$ cat src/common/tidc_params.svh
// Width, size and line-size macros shared by the L1 TileLink adapter
`ifndef TIDC_PARAMS_SVH
`define TIDC_PARAMS_SVH

// ========================================
// Bus and line widths
// ========================================

// Physical address
`define TIDC_ADDR_W 32

// Full cache line held by L1
`define TIDC_LINE_W 256

// One TileLink data beat and its byte mask
`define TIDC_BEAT_W 64
`define TIDC_MASK_W 8

// Source and sink identifiers
`define TIDC_ID_W 4

// ========================================
// Transfer size
// ========================================

// log2 of the line size in bytes, 32 byte line
`define TIDC_LINE_LGSIZE 5

`endif

$ cat src/common/tl_pkg.sv
// TileLink opcode and permission enums, A, C and D channel payload structs
`default_nettype none

`include "tidc_params.svh"

package tl_pkg;

    // ========================================
    // Opcodes per channel
    // ========================================

    typedef enum logic [2:0] {
        A_ACQUIRE_BLOCK = 3'd6
    } a_opcode_e;

    typedef enum logic [2:0] {
        B_PROBE_BLOCK = 3'd6
    } b_opcode_e;

    typedef enum logic [2:0] {
        C_PROBE_ACK      = 3'd4,
        C_PROBE_ACK_DATA = 3'd5,
        C_RELEASE        = 3'd6,
        C_RELEASE_DATA   = 3'd7
    } c_opcode_e;

    typedef enum logic [2:0] {
        D_GRANT       = 3'd4,
        D_GRANT_DATA  = 3'd5,
        D_RELEASE_ACK = 3'd6
    } d_opcode_e;

    // ========================================
    // Permission codes
    // ========================================

    // Shrink and report codes, the widest set
    typedef enum logic [2:0] {
        PRUNE_TTOB  = 3'd0,
        PRUNE_TTON  = 3'd1,
        PRUNE_BTON  = 3'd2,
        REPORT_TTOT = 3'd3,
        REPORT_BTOB = 3'd4,
        REPORT_NTON = 3'd5
    } tl_param_e;

    // Grow and cap codes reuse the same 3-bit field
    localparam tl_param_e GROW_NTOB = tl_param_e'(3'd0);
    localparam tl_param_e GROW_NTOT = tl_param_e'(3'd1);
    localparam tl_param_e GROW_BTOT = tl_param_e'(3'd2);
    localparam tl_param_e CAP_TOT   = tl_param_e'(3'd0);
    localparam tl_param_e CAP_TOB   = tl_param_e'(3'd1);
    localparam tl_param_e CAP_TON   = tl_param_e'(3'd2);

    // ========================================
    // Channel payloads
    // ========================================

    typedef struct packed {
        a_opcode_e                opcode;
        tl_param_e                param;
        logic [3:0]               size;
        logic [`TIDC_ID_W-1:0]    source;
        logic [`TIDC_ADDR_W-1:0]  address;
        logic [`TIDC_BEAT_W-1:0]  data;
        logic [`TIDC_MASK_W-1:0]  mask;
    } tl_a_t;

    typedef struct packed {
        c_opcode_e                opcode;
        tl_param_e                param;
        logic [3:0]               size;
        logic [`TIDC_ID_W-1:0]    source;
        logic [`TIDC_ADDR_W-1:0]  address;
        logic [`TIDC_BEAT_W-1:0]  data;
    } tl_c_t;

    typedef struct packed {
        d_opcode_e                opcode;
        logic [`TIDC_ID_W-1:0]    source;
        logic [`TIDC_ID_W-1:0]    sink;
        logic [`TIDC_BEAT_W-1:0]  data;
        logic                     error;
    } tl_d_t;

endpackage

`default_nettype wire

$ cat src/common/l1_pkg.sv
// L1 request-type enum, L1 request and probe acknowledge structs, transmit command enum
`default_nettype none

`include "tidc_params.svh"

package l1_pkg;

    import tl_pkg::*;

    // Requests the L1 controller can raise
    typedef enum logic [2:0] {
        READ_MISS  = 3'd0,
        WRITE_MISS = 3'd1,
        WRITE_BACK = 3'd2
    } l1_req_e;

    typedef struct packed {
        logic [`TIDC_ADDR_W-1:0]  addr;
        l1_req_e                  req_type;
        tl_param_e                perm;
        logic [`TIDC_LINE_W-1:0]  data;
    } l1_req_t;

    // Resulting permission and dirty line after a probe
    typedef struct packed {
        logic [`TIDC_ADDR_W-1:0]  addr;
        tl_param_e                perm;
        logic [`TIDC_LINE_W-1:0]  data;
    } probe_ack_t;

    // Commands from the FSM to the transmit stage
    typedef enum logic [2:0] {
        NONE      = 3'd0,
        ACQUIRE   = 3'd1,
        GRANT_ACK = 3'd2,
        RELEASE   = 3'd3,
        PROBE_ACK = 3'd4
    } tx_cmd_e;

endpackage

`default_nettype wire

$ cat src/l1_tl_adapter/adapter_fsm.sv
// Control FSM for acquire, release and probe sequencing with B and D decode
`timescale 1ns/10ps
`default_nettype none

`include "tidc_params.svh"

module adapter_fsm import tl_pkg::*, l1_pkg::*; (
    input  wire                       clk,
    input  wire                       rst_n,
    input  wire [`TIDC_ID_W-1:0]      l1_id,
    input  wire                       l1_req_valid,
    input  wire l1_req_e              l1_req_type,
    input  wire                       b_valid,
    input  wire b_opcode_e            b_opcode,
    input  wire                       d_valid,
    input  wire tl_d_t                d,
    input  wire                       probe_ack_valid,
    input  wire                       tx_done,
    output logic                      l1_req_ready,
    output logic                      b_ready,
    output logic                      d_ready,
    output logic                      cap_req,
    output logic                      cap_probe,
    output logic                      cap_probe_ack,
    output logic                      cap_sink,
    output tx_cmd_e                   tx_cmd,
    output logic                      data_to_l1_valid,
    output logic [`TIDC_LINE_W-1:0]   data_to_l1_data,
    output logic                      data_to_l1_error,
    output logic                      probe_req_valid
);

    typedef enum logic [3:0] {
        IDLE,
        ACQ_SEND,
        ACQ_WAIT,
        GACK_SEND,
        REL_SEND,
        REL_WAIT,
        PRB_FWD,
        PRB_WAIT,
        PACK_SEND
    } state_e;

    state_e   state;
    state_e   state_d;
    tx_cmd_e  cmd_d;
    logic     idle_q;
    logic     req_take;
    logic     probe_take;
    logic     d_ours;
    logic     grant_hit;
    logic     rel_ack_hit;

    // ========================================
    // Handshakes and D decode
    // ========================================

    // Requests win over probes when both are waiting
    assign l1_req_ready = idle_q;
    assign b_ready      = idle_q & ~l1_req_valid;
    assign req_take     = l1_req_valid & idle_q;
    assign probe_take   = b_valid & b_ready & (b_opcode == B_PROBE_BLOCK);

    // A response may land in the same cycle the transmit stage reports done
    assign d_ours      = d_valid & d_ready & (d.source == l1_id);
    assign grant_hit   = d_ours & (d.opcode == D_GRANT || d.opcode == D_GRANT_DATA) &
                         (state == ACQ_WAIT || (state == ACQ_SEND && tx_done));
    assign rel_ack_hit = d_ours & (d.opcode == D_RELEASE_ACK) &
                         (state == REL_WAIT || (state == REL_SEND && tx_done));

    assign cap_req       = req_take;
    assign cap_probe     = probe_take;
    assign cap_probe_ack = (state == PRB_WAIT) & probe_ack_valid;
    assign cap_sink      = grant_hit;

    // ========================================
    // Next state
    // ========================================

    always_comb begin
        state_d = state;
        cmd_d   = NONE;
        case (state)
            IDLE: begin
                if (req_take) begin
                    case (l1_req_type)
                        READ_MISS, WRITE_MISS: begin
                            state_d = ACQ_SEND;
                            cmd_d   = ACQUIRE;
                        end
                        WRITE_BACK: begin
                            state_d = REL_SEND;
                            cmd_d   = RELEASE;
                        end
                        // Unknown codes are taken and dropped
                        default: state_d = IDLE;
                    endcase
                end else if (probe_take) begin
                    state_d = PRB_FWD;
                end
            end
            ACQ_SEND, ACQ_WAIT: begin
                if (grant_hit) begin
                    state_d = GACK_SEND;
                    cmd_d   = GRANT_ACK;
                end else if (tx_done) begin
                    state_d = ACQ_WAIT;
                end
            end
            REL_SEND, REL_WAIT: begin
                if (rel_ack_hit) begin
                    state_d = IDLE;
                end else if (tx_done) begin
                    state_d = REL_WAIT;
                end
            end
            PRB_FWD: state_d = PRB_WAIT;
            PRB_WAIT: begin
                if (probe_ack_valid) begin
                    state_d = PACK_SEND;
                    cmd_d   = PROBE_ACK;
                end
            end
            GACK_SEND, PACK_SEND: begin
                if (tx_done) begin
                    state_d = IDLE;
                end
            end
            default: state_d = IDLE;
        endcase
    end

    always_ff @(posedge clk or negedge rst_n) begin
        if (!rst_n) begin
            state            <= IDLE;
            idle_q           <= 1'b0;
            d_ready          <= 1'b0;
            tx_cmd           <= NONE;
            data_to_l1_valid <= 1'b0;
            probe_req_valid  <= 1'b0;
        end else begin
            state            <= state_d;
            idle_q           <= (state_d == IDLE);
            d_ready          <= 1'b1;
            tx_cmd           <= cmd_d;
            data_to_l1_valid <= grant_hit & (d.opcode == D_GRANT_DATA);
            probe_req_valid  <= probe_take;
        end
    end

    // Only the first beat is forwarded, zero-extended to a line
    always_ff @(posedge clk) begin
        if (grant_hit) begin
            data_to_l1_data  <= {{(`TIDC_LINE_W-`TIDC_BEAT_W){1'b0}}, d.data};
            data_to_l1_error <= d.error;
        end
    end

    // The transmit command is only ever registered into a send state
    a_cmd_in_send: assert property (@(posedge clk) disable iff (!rst_n)
        (tx_cmd != NONE) |-> (state inside {ACQ_SEND, GACK_SEND, REL_SEND, PACK_SEND}));

endmodule

`default_nettype wire

$ cat src/l1_tl_adapter/txn_regs.sv
// Transaction registers for pending request, probe, probe acknowledge and grant sink
`timescale 1ns/10ps
`default_nettype none

`include "tidc_params.svh"

module txn_regs import tl_pkg::*, l1_pkg::*; (
    input  wire                       clk,
    input  wire                       rst_n,
    input  wire                       cap_req,
    input  wire l1_req_t              l1_req,
    input  wire                       cap_probe,
    input  wire [`TIDC_ADDR_W-1:0]    b_address,
    input  wire tl_param_e            b_param,
    input  wire                       cap_probe_ack,
    input  wire probe_ack_t           probe_ack,
    input  wire                       cap_sink,
    input  wire [`TIDC_ID_W-1:0]      d_sink,
    output l1_req_t                   pend_req,
    output probe_ack_t                pend_ack,
    output logic [`TIDC_ID_W-1:0]     grant_sink,
    output logic [`TIDC_ADDR_W-1:0]   probe_req_addr,
    output tl_param_e                 probe_req_param
);

    // Line-sized payloads, held until the next capture of their kind
    always_ff @(posedge clk) begin
        if (cap_req) begin
            pend_req <= l1_req;
        end
        if (cap_probe_ack) begin
            pend_ack <= probe_ack;
        end
    end

    // Probe fields drive the L1 probe port directly
    always_ff @(posedge clk or negedge rst_n) begin
        if (!rst_n) begin
            probe_req_addr  <= '0;
            probe_req_param <= CAP_TON;
            grant_sink      <= '0;
        end else begin
            if (cap_probe) begin
                probe_req_addr  <= b_address;
                probe_req_param <= b_param;
            end
            if (cap_sink) begin
                grant_sink <= d_sink;
            end
        end
    end

    // The FSM raises at most one capture strobe per cycle
    a_one_capture: assert property (@(posedge clk) disable iff (!rst_n)
        $onehot0({cap_req, cap_probe, cap_probe_ack, cap_sink}));

endmodule

`default_nettype wire

$ cat src/l1_tl_adapter/tl_tx.sv
// Registered A, C and E transmit stage holding each message under back-pressure
`timescale 1ns/10ps
`default_nettype none

`include "tidc_params.svh"

module tl_tx import tl_pkg::*, l1_pkg::*; (
    input  wire                       clk,
    input  wire                       rst_n,
    input  wire [`TIDC_ID_W-1:0]      l1_id,
    input  wire tx_cmd_e              tx_cmd,
    input  wire l1_req_t              pend_req,
    input  wire probe_ack_t           pend_ack,
    input  wire [`TIDC_ID_W-1:0]      grant_sink,
    input  wire                       a_ready,
    input  wire                       c_ready,
    input  wire                       e_ready,
    output tl_a_t                     a,
    output logic                      a_valid,
    output tl_c_t                     c,
    output logic                      c_valid,
    output logic [`TIDC_ID_W-1:0]     e_sink,
    output logic                      e_valid,
    output logic                      tx_done
);

    tl_a_t  a_next;
    tl_c_t  c_next;
    logic   ack_dirty;
    logic   c_load;

    // ========================================
    // Message build
    // ========================================

    // A tip downgrade carries the dirty line back
    assign ack_dirty = pend_ack.perm inside {PRUNE_TTOB, PRUNE_TTON};
    assign c_load    = (tx_cmd == RELEASE) || (tx_cmd == PROBE_ACK);

    always_comb begin
        a_next.opcode  = A_ACQUIRE_BLOCK;
        a_next.param   = pend_req.perm;
        a_next.size    = 4'(`TIDC_LINE_LGSIZE);
        a_next.source  = l1_id;
        a_next.address = pend_req.addr;
        a_next.data    = '0;
        a_next.mask    = '1;

        c_next.size   = 4'(`TIDC_LINE_LGSIZE);
        c_next.source = l1_id;
        if (tx_cmd == RELEASE) begin
            // A write-back always carries its first beat
            c_next.opcode  = C_RELEASE_DATA;
            c_next.param   = pend_req.perm;
            c_next.address = pend_req.addr;
            c_next.data    = pend_req.data[`TIDC_BEAT_W-1:0];
        end else begin
            c_next.opcode  = ack_dirty ? C_PROBE_ACK_DATA : C_PROBE_ACK;
            c_next.param   = pend_ack.perm;
            c_next.address = pend_ack.addr;
            c_next.data    = ack_dirty ? pend_ack.data[`TIDC_BEAT_W-1:0] : '0;
        end
    end

    // ========================================
    // Valid hold and done pulse
    // ========================================

    always_ff @(posedge clk or negedge rst_n) begin
        if (!rst_n) begin
            a_valid <= 1'b0;
            c_valid <= 1'b0;
            e_valid <= 1'b0;
            tx_done <= 1'b0;
        end else begin
            tx_done <= (a_valid & a_ready) | (c_valid & c_ready) | (e_valid & e_ready);
            if (tx_cmd == ACQUIRE) begin
                a_valid <= 1'b1;
            end else if (a_ready) begin
                a_valid <= 1'b0;
            end
            if (c_load) begin
                c_valid <= 1'b1;
            end else if (c_ready) begin
                c_valid <= 1'b0;
            end
            if (tx_cmd == GRANT_ACK) begin
                e_valid <= 1'b1;
            end else if (e_ready) begin
                e_valid <= 1'b0;
            end
        end
    end

    // Payload loads only with a new command, so it is stable while waiting
    always_ff @(posedge clk) begin
        if (tx_cmd == ACQUIRE) begin
            a <= a_next;
        end
        if (c_load) begin
            c <= c_next;
        end
        if (tx_cmd == GRANT_ACK) begin
            e_sink <= grant_sink;
        end
    end

    a_hold_a: assert property (@(posedge clk) disable iff (!rst_n)
        a_valid && !a_ready |=> a_valid && $stable(a));
    a_hold_c: assert property (@(posedge clk) disable iff (!rst_n)
        c_valid && !c_ready |=> c_valid && $stable(c));
    a_hold_e: assert property (@(posedge clk) disable iff (!rst_n)
        e_valid && !e_ready |=> e_valid && $stable(e_sink));

endmodule

`default_nettype wire

$ cat src/l1_tl_adapter/l1_tl_adapter.sv
// L1 TileLink adapter top level joining control FSM, transaction registers and transmit stage
`timescale 1ns/10ps
`default_nettype none

`include "tidc_params.svh"

module l1_tl_adapter import tl_pkg::*, l1_pkg::*; (
    input  wire                       clk,
    input  wire                       rst_n,
    input  wire [`TIDC_ID_W-1:0]      l1_id,

    // L1 controller side
    input  wire l1_req_t              l1_req,
    input  wire                       l1_req_valid,
    output logic                      l1_req_ready,
    output logic                      data_to_l1_valid,
    output logic [`TIDC_LINE_W-1:0]   data_to_l1_data,
    output logic                      data_to_l1_error,
    output logic                      probe_req_valid,
    output logic [`TIDC_ADDR_W-1:0]   probe_req_addr,
    output tl_param_e                 probe_req_param,
    input  wire probe_ack_t           probe_ack,
    input  wire                       probe_ack_valid,

    // TileLink channels
    output tl_a_t                     a,
    output logic                      a_valid,
    input  wire                       a_ready,
    input  wire                       b_valid,
    input  wire b_opcode_e            b_opcode,
    input  wire tl_param_e            b_param,
    input  wire [`TIDC_ADDR_W-1:0]    b_address,
    output logic                      b_ready,
    output tl_c_t                     c,
    output logic                      c_valid,
    input  wire                       c_ready,
    input  wire tl_d_t                d,
    input  wire                       d_valid,
    output logic                      d_ready,
    output logic [`TIDC_ID_W-1:0]     e_sink,
    output logic                      e_valid,
    input  wire                       e_ready
);

    logic                     cap_req;
    logic                     cap_probe;
    logic                     cap_probe_ack;
    logic                     cap_sink;
    tx_cmd_e                  tx_cmd;
    logic                     tx_done;
    l1_req_t                  pend_req;
    probe_ack_t               pend_ack;
    logic [`TIDC_ID_W-1:0]    grant_sink;

    adapter_fsm i_adapter_fsm (
        .clk              (clk),
        .rst_n            (rst_n),
        .l1_id            (l1_id),
        .l1_req_valid     (l1_req_valid),
        .l1_req_type      (l1_req.req_type),
        .b_valid          (b_valid),
        .b_opcode         (b_opcode),
        .d_valid          (d_valid),
        .d                (d),
        .probe_ack_valid  (probe_ack_valid),
        .tx_done          (tx_done),
        .l1_req_ready     (l1_req_ready),
        .b_ready          (b_ready),
        .d_ready          (d_ready),
        .cap_req          (cap_req),
        .cap_probe        (cap_probe),
        .cap_probe_ack    (cap_probe_ack),
        .cap_sink         (cap_sink),
        .tx_cmd           (tx_cmd),
        .data_to_l1_valid (data_to_l1_valid),
        .data_to_l1_data  (data_to_l1_data),
        .data_to_l1_error (data_to_l1_error),
        .probe_req_valid  (probe_req_valid)
    );

    txn_regs i_txn_regs (
        .clk             (clk),
        .rst_n           (rst_n),
        .cap_req         (cap_req),
        .l1_req          (l1_req),
        .cap_probe       (cap_probe),
        .b_address       (b_address),
        .b_param         (b_param),
        .cap_probe_ack   (cap_probe_ack),
        .probe_ack       (probe_ack),
        .cap_sink        (cap_sink),
        .d_sink          (d.sink),
        .pend_req        (pend_req),
        .pend_ack        (pend_ack),
        .grant_sink      (grant_sink),
        .probe_req_addr  (probe_req_addr),
        .probe_req_param (probe_req_param)
    );

    tl_tx i_tl_tx (
        .clk        (clk),
        .rst_n      (rst_n),
        .l1_id      (l1_id),
        .tx_cmd     (tx_cmd),
        .pend_req   (pend_req),
        .pend_ack   (pend_ack),
        .grant_sink (grant_sink),
        .a_ready    (a_ready),
        .c_ready    (c_ready),
        .e_ready    (e_ready),
        .a          (a),
        .a_valid    (a_valid),
        .c          (c),
        .c_valid    (c_valid),
        .e_sink     (e_sink),
        .e_valid    (e_valid),
        .tx_done    (tx_done)
    );

endmodule

`default_nettype wire

$ cat config.mk
export PLATFORM = sky130hd
export DESIGN_NAME = l1_tl_adapter
export DESIGN_NICKNAME = d
export VERILOG_FILES = /design/src/common/tl_pkg.sv /design/src/common/l1_pkg.sv /design/src/l1_tl_adapter/adapter_fsm.sv /design/src/l1_tl_adapter/txn_regs.sv /design/src/l1_tl_adapter/tl_tx.sv /design/src/l1_tl_adapter/l1_tl_adapter.sv
export VERILOG_INCLUDE_DIRS = /design/src /design/src/common
export SDC_FILE = /design/constraint.sdc
export NUM_CORES = 1
export LEC_CHECK = 0
export BUFFER_PORTS_ARGS = -buffer_cell sky130_fd_sc_hd__clkbuf_2
export CAP_MARGIN = 40
export CORE_AREA = 2 2 486 488
export DETAILED_ROUTE_END_ITERATION = 6
export DIE_AREA = 0 0 488 490
export HOLD_SLACK_MARGIN = 0.05
export PLACE_DENSITY_LB_ADDON = 0.25
export SETUP_SLACK_MARGIN = 0.02
export SLEW_MARGIN = 15
export SYNTH_ARGS = -nofsm -noshare
export SYNTH_HDL_FRONTEND = slang
export SYNTH_SLANG_ARGS = --single-unit
$ cat constraint.sdc
create_clock -name clk -period 26.4 [get_ports clk]
set_clock_uncertainty 0.05 [all_clocks]
set_input_delay 6.6 -clock clk [delete_from_list [all_inputs] [get_ports clk]]
set_output_delay 6.6 -clock clk [all_outputs]
set_load 0.02 [all_outputs]
# After elaboration in Yosys (flattened, before gate mapping)
# Index checks and enable logic that the tools add are counted.
# W data, S select, Z words.
[word_totals]
input_bits = 712
out_inout_bits = 532
reg_bits = 466
wordCells = 111
[classes]
reduce_logical = 18
n_bitwise = 18
mux = 25
eq_ne = 20
[op_table]
columns = ["cell", "count"]
rows = [
  ["$mux W96", 1],
  ["$mux W64", 1],
  ["$mux W4", 8],
  ["$pmux W4 S6", 1],
  ["$eq A4 B3 Y1 const B", 4],
  ["$and A1 B1 Y1", 15],
  ["$eq A3 B3 Y1 const B", 5],
  ["$eq A3 B1 Y1 const B", 3],
  ["$eq A3 B2 Y1 const B", 3],
  ["$mux W3", 3],
  ["$pmux W3 S3", 1],
  ["$eq A4 B2 Y1 const B", 2],
  ["$logic_not A4 Y1", 2],
  ["$reduce_bool A2 Y1", 4],
  ["$reduce_or A2 Y1", 4],
  ["$mux W1", 7],
  ["$logic_not A3 Y1", 2],
  ["$pmux W3 S2", 1],
  ["$eq A4 B1 Y1 const B", 1],
  ["$eq A4 B4 Y1", 1],
  ["$eq A4 B4 Y1 const B", 1],
  ["$logic_or A1 B1 Y1", 4],
  ["$pmux W2 S2", 1],
  ["$logic_and A1 B1 Y1", 2],
  ["other kinds (3)", 4],
]

# Longest topological paths before layout
[depth]
depth_word = 8
mapped_depth = 7
mapped_depth_nobuf = 5

# Cells and area by module
# From an unflattened synthesis, not the netlist that was laid out.
[unflattened]
hier_cells = 1426
hier_area_um2 = 30310.3
[by_module_without_submodules]
columns = ["mod", "area_per_inst_um2", "cells_each", "n_inst", "seq_area_each_um2"]
rows = [
  ["txn_regs", 19167.1, 667, 1, 18544.0],
  ["tl_tx", 7136.8, 440, 1, 4544.4],
  ["adapter_fsm", 4006.3, 319, 1, 2227.1],
]

# Least setup slack after synthesis
# Ideal clock, no wire load.
[synth_path]
path_kind = "input to register"
from = "input probe_ack_valid"
to = "register i_adapter_fsm.tx_cmd[2]"
slack_ns = 9.130
n_path_buf = 0
arrival_time_ns = 16.138
setup_time_ns = 1.082
cell_stages = 2
cell_sequence = "nand2_1 -> nor4_1"
[synth_via]
elab_chain_cells = 2
[synth_rtl]
columns = ["item", "line", "text"]
rows = [
  ["from (decl)", "l1_tl_adapter.sv:23", "input wire probe_ack_valid,"],
  ["$mux W3", "adapter_fsm.sv:120", "if (probe_ack_valid) begin"],
  ["$pmux W3 S3", "adapter_fsm.sv:84", "case (state)"],
  ["to (signal assigned)", "adapter_fsm.sv:146", "tx_cmd <= cmd_d;"],
  ["to (decl)", "adapter_fsm.sv:26", "output tx_cmd_e tx_cmd,"],
]
# Every way passes these cells.
# A chain may end at the register's enable or synchronous reset.

# Worst setup path in the final report
[layout_path]
from = "input l1_req_valid"
to = "output b_ready"
[layout_via]
elab_chain_cells = 2
[layout_rtl]
columns = ["item", "line", "text"]
rows = [
  ["from (decl)", "l1_tl_adapter.sv:14", "input wire l1_req_valid,"],
  ["$not A1 Y1", "adapter_fsm.sv:61", "assign b_ready = idle_q & ~l1_req_valid;"],
  ["$and A1 B1 Y1", "adapter_fsm.sv:61", ""],
  ["to (decl)", "l1_tl_adapter.sv:33", "output logic b_ready,"],
]
# Every way passes these cells.

==> summary.txt <==
Worst setup path
  • Element type at the critical path start: primary input
  • Most used cell, CP: clkbuf_2
  • CP Class: in2out
  • CP required: 19750 ps
  • CP peak stage delay: 190 ps
  • Critical path capture point type: output pin
  • Slowest CP cell: clkbuf_2
  • Critical Path Fanout Max: 2
  • Worst path cell trace: clkbuf_2, nor2b_1, clkbuf_2
  • CP arrival: 7050 ps

Power
  • Seq pwr share: 44.5%
  • Sw Pwr: 0.438 mW
  • Int Power: 1.36 mW
  • Pwr dens: 68.8 mW/mm^2
  • Power, Total: 1.79 mW
  • Maximum VDD drop: 0.0000407 V
  • Comb power frac: 3.7%
  • Clock power share: 51.9%
  • Sw frac: 24.4%
  • Lkg Pwr: 9.76 nW

CTS
  • Clock Tree Root: clkbuf_16
  • TritonCTS clock tree: done
  • CTS buffer count: 66
  • Post-CTS Resized: 0
  • Post-CTS Repair Setup Buffers: 0
  • Sink Count: 465
  • CTS hold repair buffers: 0
  • CTS H-tree lvls: 3
  • Clk slew on worst S/H paths: 50 ps
  • Clk_lat worst skew: 680 ps
  • Clk buf depth: 3

Final layout
  • Util after Layout: 11.1%
  • Nets: 2329
  • Synth-to-Final Area Change: 46.6%
  • Final instance area: 0.0261 mm^2
  • Post-Layout Cell Count: 4830
  • Layout cells sized above 1: 44.0%

Placed design
  • Cell area after placement: 0.0238 mm^2
  • Dpl ws: 12710 ps
  • PortBufs: 583
  • Dpl cells: 4699
  • Final HPWL DP: 59.4 mm
  • RePlAce Congestion: 0.727

Yosys
  • FF+latch count, synth: 465
  • Top cell type's share of synthesized area: 69.4%
  • Adder-Cell Fraction of Synth Area: 0%
  • Post-Syn Instances: 968
  • Unique masters post-synth: 43
  • Top post-synthesis cells by count: 411 x edfxtp_1, 276 x buf_4, 67 x mux2_1
  • Ys Warns: 0
  • Synth Area in XOR/XNOR: 0.366%
  • Mapped Area: 0.0178 mm^2
  • Post-Synth Simple-Gate Area: 1.39%
  • Leading area contributor after synthesis: edfxtp_1
  • Avg Inst Size Synth: 18.4 um^2
  • Largest family of logic cells by synthesized area: buffers and inverters
  • Sequential share of the synthesized area: 77.0%
  • Synth Flop Type: edfxtp_1
  • Top post-synthesis cells by area: edfxtp_1 69%, buf_4 12%, dfrtp_1 7.5%
  • Dominant cell by count in the synthesized netlist: edfxtp_1
  • Number of synthesized flops with an enable pin: 411
  • Ys async rst share: 11.6%
  • Post-synthesis mux area share: 4.74%
  • Synth Area in Compound Gates: 3.99%

STA
  • Crit path time final: 13700 ps
  • Max transition margin: 44.1%
  • Final worst-path cycle share: 51.9%
  • Slew Limit Fails: 0
  • Final setup violation count: 0
  • Tightest Pin Transition: 839 ps
  • Final hold viol count: 0
  • Final setup margin: 12700 ps
  • Setup TNS: 0 ps
  • Hold Slack: 395 ps
  • Achievable Freq: 73.0 MHz
  • RSZ-0062 raised after global routing: false

Routing
  • Routed via count: 9922
  • Routed WL: 76.4 mm
  • Antenna Nets Post-Route: 0
  • Avg Vias per Cell: 2.05
  • WL/cell: 15.8 um
  • Drt first pass iters: 5
  • DRC viols: 0
  • Iter 0 DRT Violations: 346

Die
  • Core Region: 0.234 mm^2
  • Die Wd: 488 um
  • Die Area: 0.239 mm^2
  • Die Height: 490 um
  • Site Rows: 178
  • I/O pins: 1244
  • Initial Utilization: 7.60%

Run status
  • Status: complete, no violations

Global route
  • Initial antenna violation count: 45
  • Largest net degree at the start of global routing: 56
  • Vias in the first global route: 10.1k
  • First-pass GRT wire length: 97.0 mm
  • Grt total ovfl: 0
  • Total GRT Usage: 6.25%

Run
  • Maxcap violations: 0

Hold path
  • Hold WC Path Type: reg2reg
==> worst max-delay path: cells and delay by family <==
| kind | cells | cell delay (ps) |
|---|---|---|
| buf+inv | 2 | 300 |
| simple gates | 1 | 150 |
==> path summary, 6_finish.rpt <==
kind / start / to / slack (ps) / cells after the start
min in group asynchronous: rst_n / i_txn_regs.probe_req_addr[30]$_DFFE_PN0P_ / 5860 / 2
min: i_txn_regs.pend_req[262]$_DFFE_PP_ / i_tl_tx.a[72]$_DFFE_PP_ / 400 / 0
max reg2reg: i_adapter_fsm.l1_req_ready$_DFF_PN0_ / i_txn_regs.pend_req[56]$_DFFE_PP_ / 23520 / 3
min reg2reg: i_txn_regs.pend_req[262]$_DFFE_PP_ / i_tl_tx.a[72]$_DFFE_PP_ / 400 / 0
max: l1_req_valid / b_ready / 12700 / 3
max in group asynchronous: rst_n / i_txn_regs.probe_req_param[1]$_DFFE_PN1P_ / 19840 / 3
==> flip-flops by register name, indices dropped and copies added (netlist names), 3 cells and up <==
signal                         cells
i_tl_tx.a                         39
i_txn_regs.pend_req               99
i_tl_tx.e_sink                     4
i_txn_regs.pend_ack               99
i_tl_tx.c                        105
i_adapter_fsm.state                4
i_txn_regs.grant_sink              4
i_txn_regs.probe_req_param         3
i_adapter_fsm.tx_cmd               3
i_txn_regs.probe_req_addr         32
i_adapter_fsm.data_to_l1_data     64
==> per-layer routing <==
layer | vias up | track usage [%] | part of all wire, %
met1 | 4786 | 6.05 | 33
li1 | 4389 | - | -
met3 | 142 | 2.90 | 10
met2 | 591 | 11.3 | 53
met5 | - | 0 | 0.11
met4 | 14 | 2.67 | 3.8
==> cells in the final DEF (no fill, tap or decap), types with 3 or more instances in the layout <==
cell        count
buf_16          3
inv_6           3
clkinv_16       3
xnor2_2         4
clkinv_2        9
o21ai_0         3
diode_2        10
clkinvlp_4      3
clkbuf_16      69
inv_1           6
clkinv_4        4
nor4_2          3
nor3b_2         3
clkbuf_2      583
a22o_1         64
buf_4          19
mux2_2          7
mux2_1         67
conb_1        277
edfxtp_1      411
bufinv_16       5
clkbuf_1       11
nand2_1         4
a21o_1          5
dfrtp_1        53
clkinv_1       10
==> cell type report <==
class | instances | area, um^2
Clock buffer | 81 | 1780
Tap cell | 3150 | 3940
Multi-Input combinational cell | 471 | 2960
Timing Repair Buffer | 607 | 3180
Antenna cell | 10 | 25.0
Clock inverter | 40 | 463
Fill cell | 26600 | 208000
Sequential cell | 465 | 13700
Inverter | 6 | 22.5
==> cell families after synthesis <==
group | count (synthesis)
AO/OA/AOI/OAI | 83
XOR/XNOR | 4
buffers and inverters | 307
flip-flops | 465
multiplexers | 75
other | 2
AND/OR/NAND/NOR | 32
==> power by group through the flow <==
| stage | sequential (mW) | clock, mW | combinational, mW |
|---|---|---|---|
| finish | 0.797 | 0.930 | 0.0660 |
| global route | 0.797 | 1.01 | 0.0724 |
| CTS | 0.797 | 0.986 | 0.0667 |
| detailed placement | 0.812 | 0 | 0.0666 |
| global placement | 0.812 | 0 | 0.0659 |
| floorplan | 0.812 | 0 | 0.0670 |
Power figures use the tool's default switching activity.
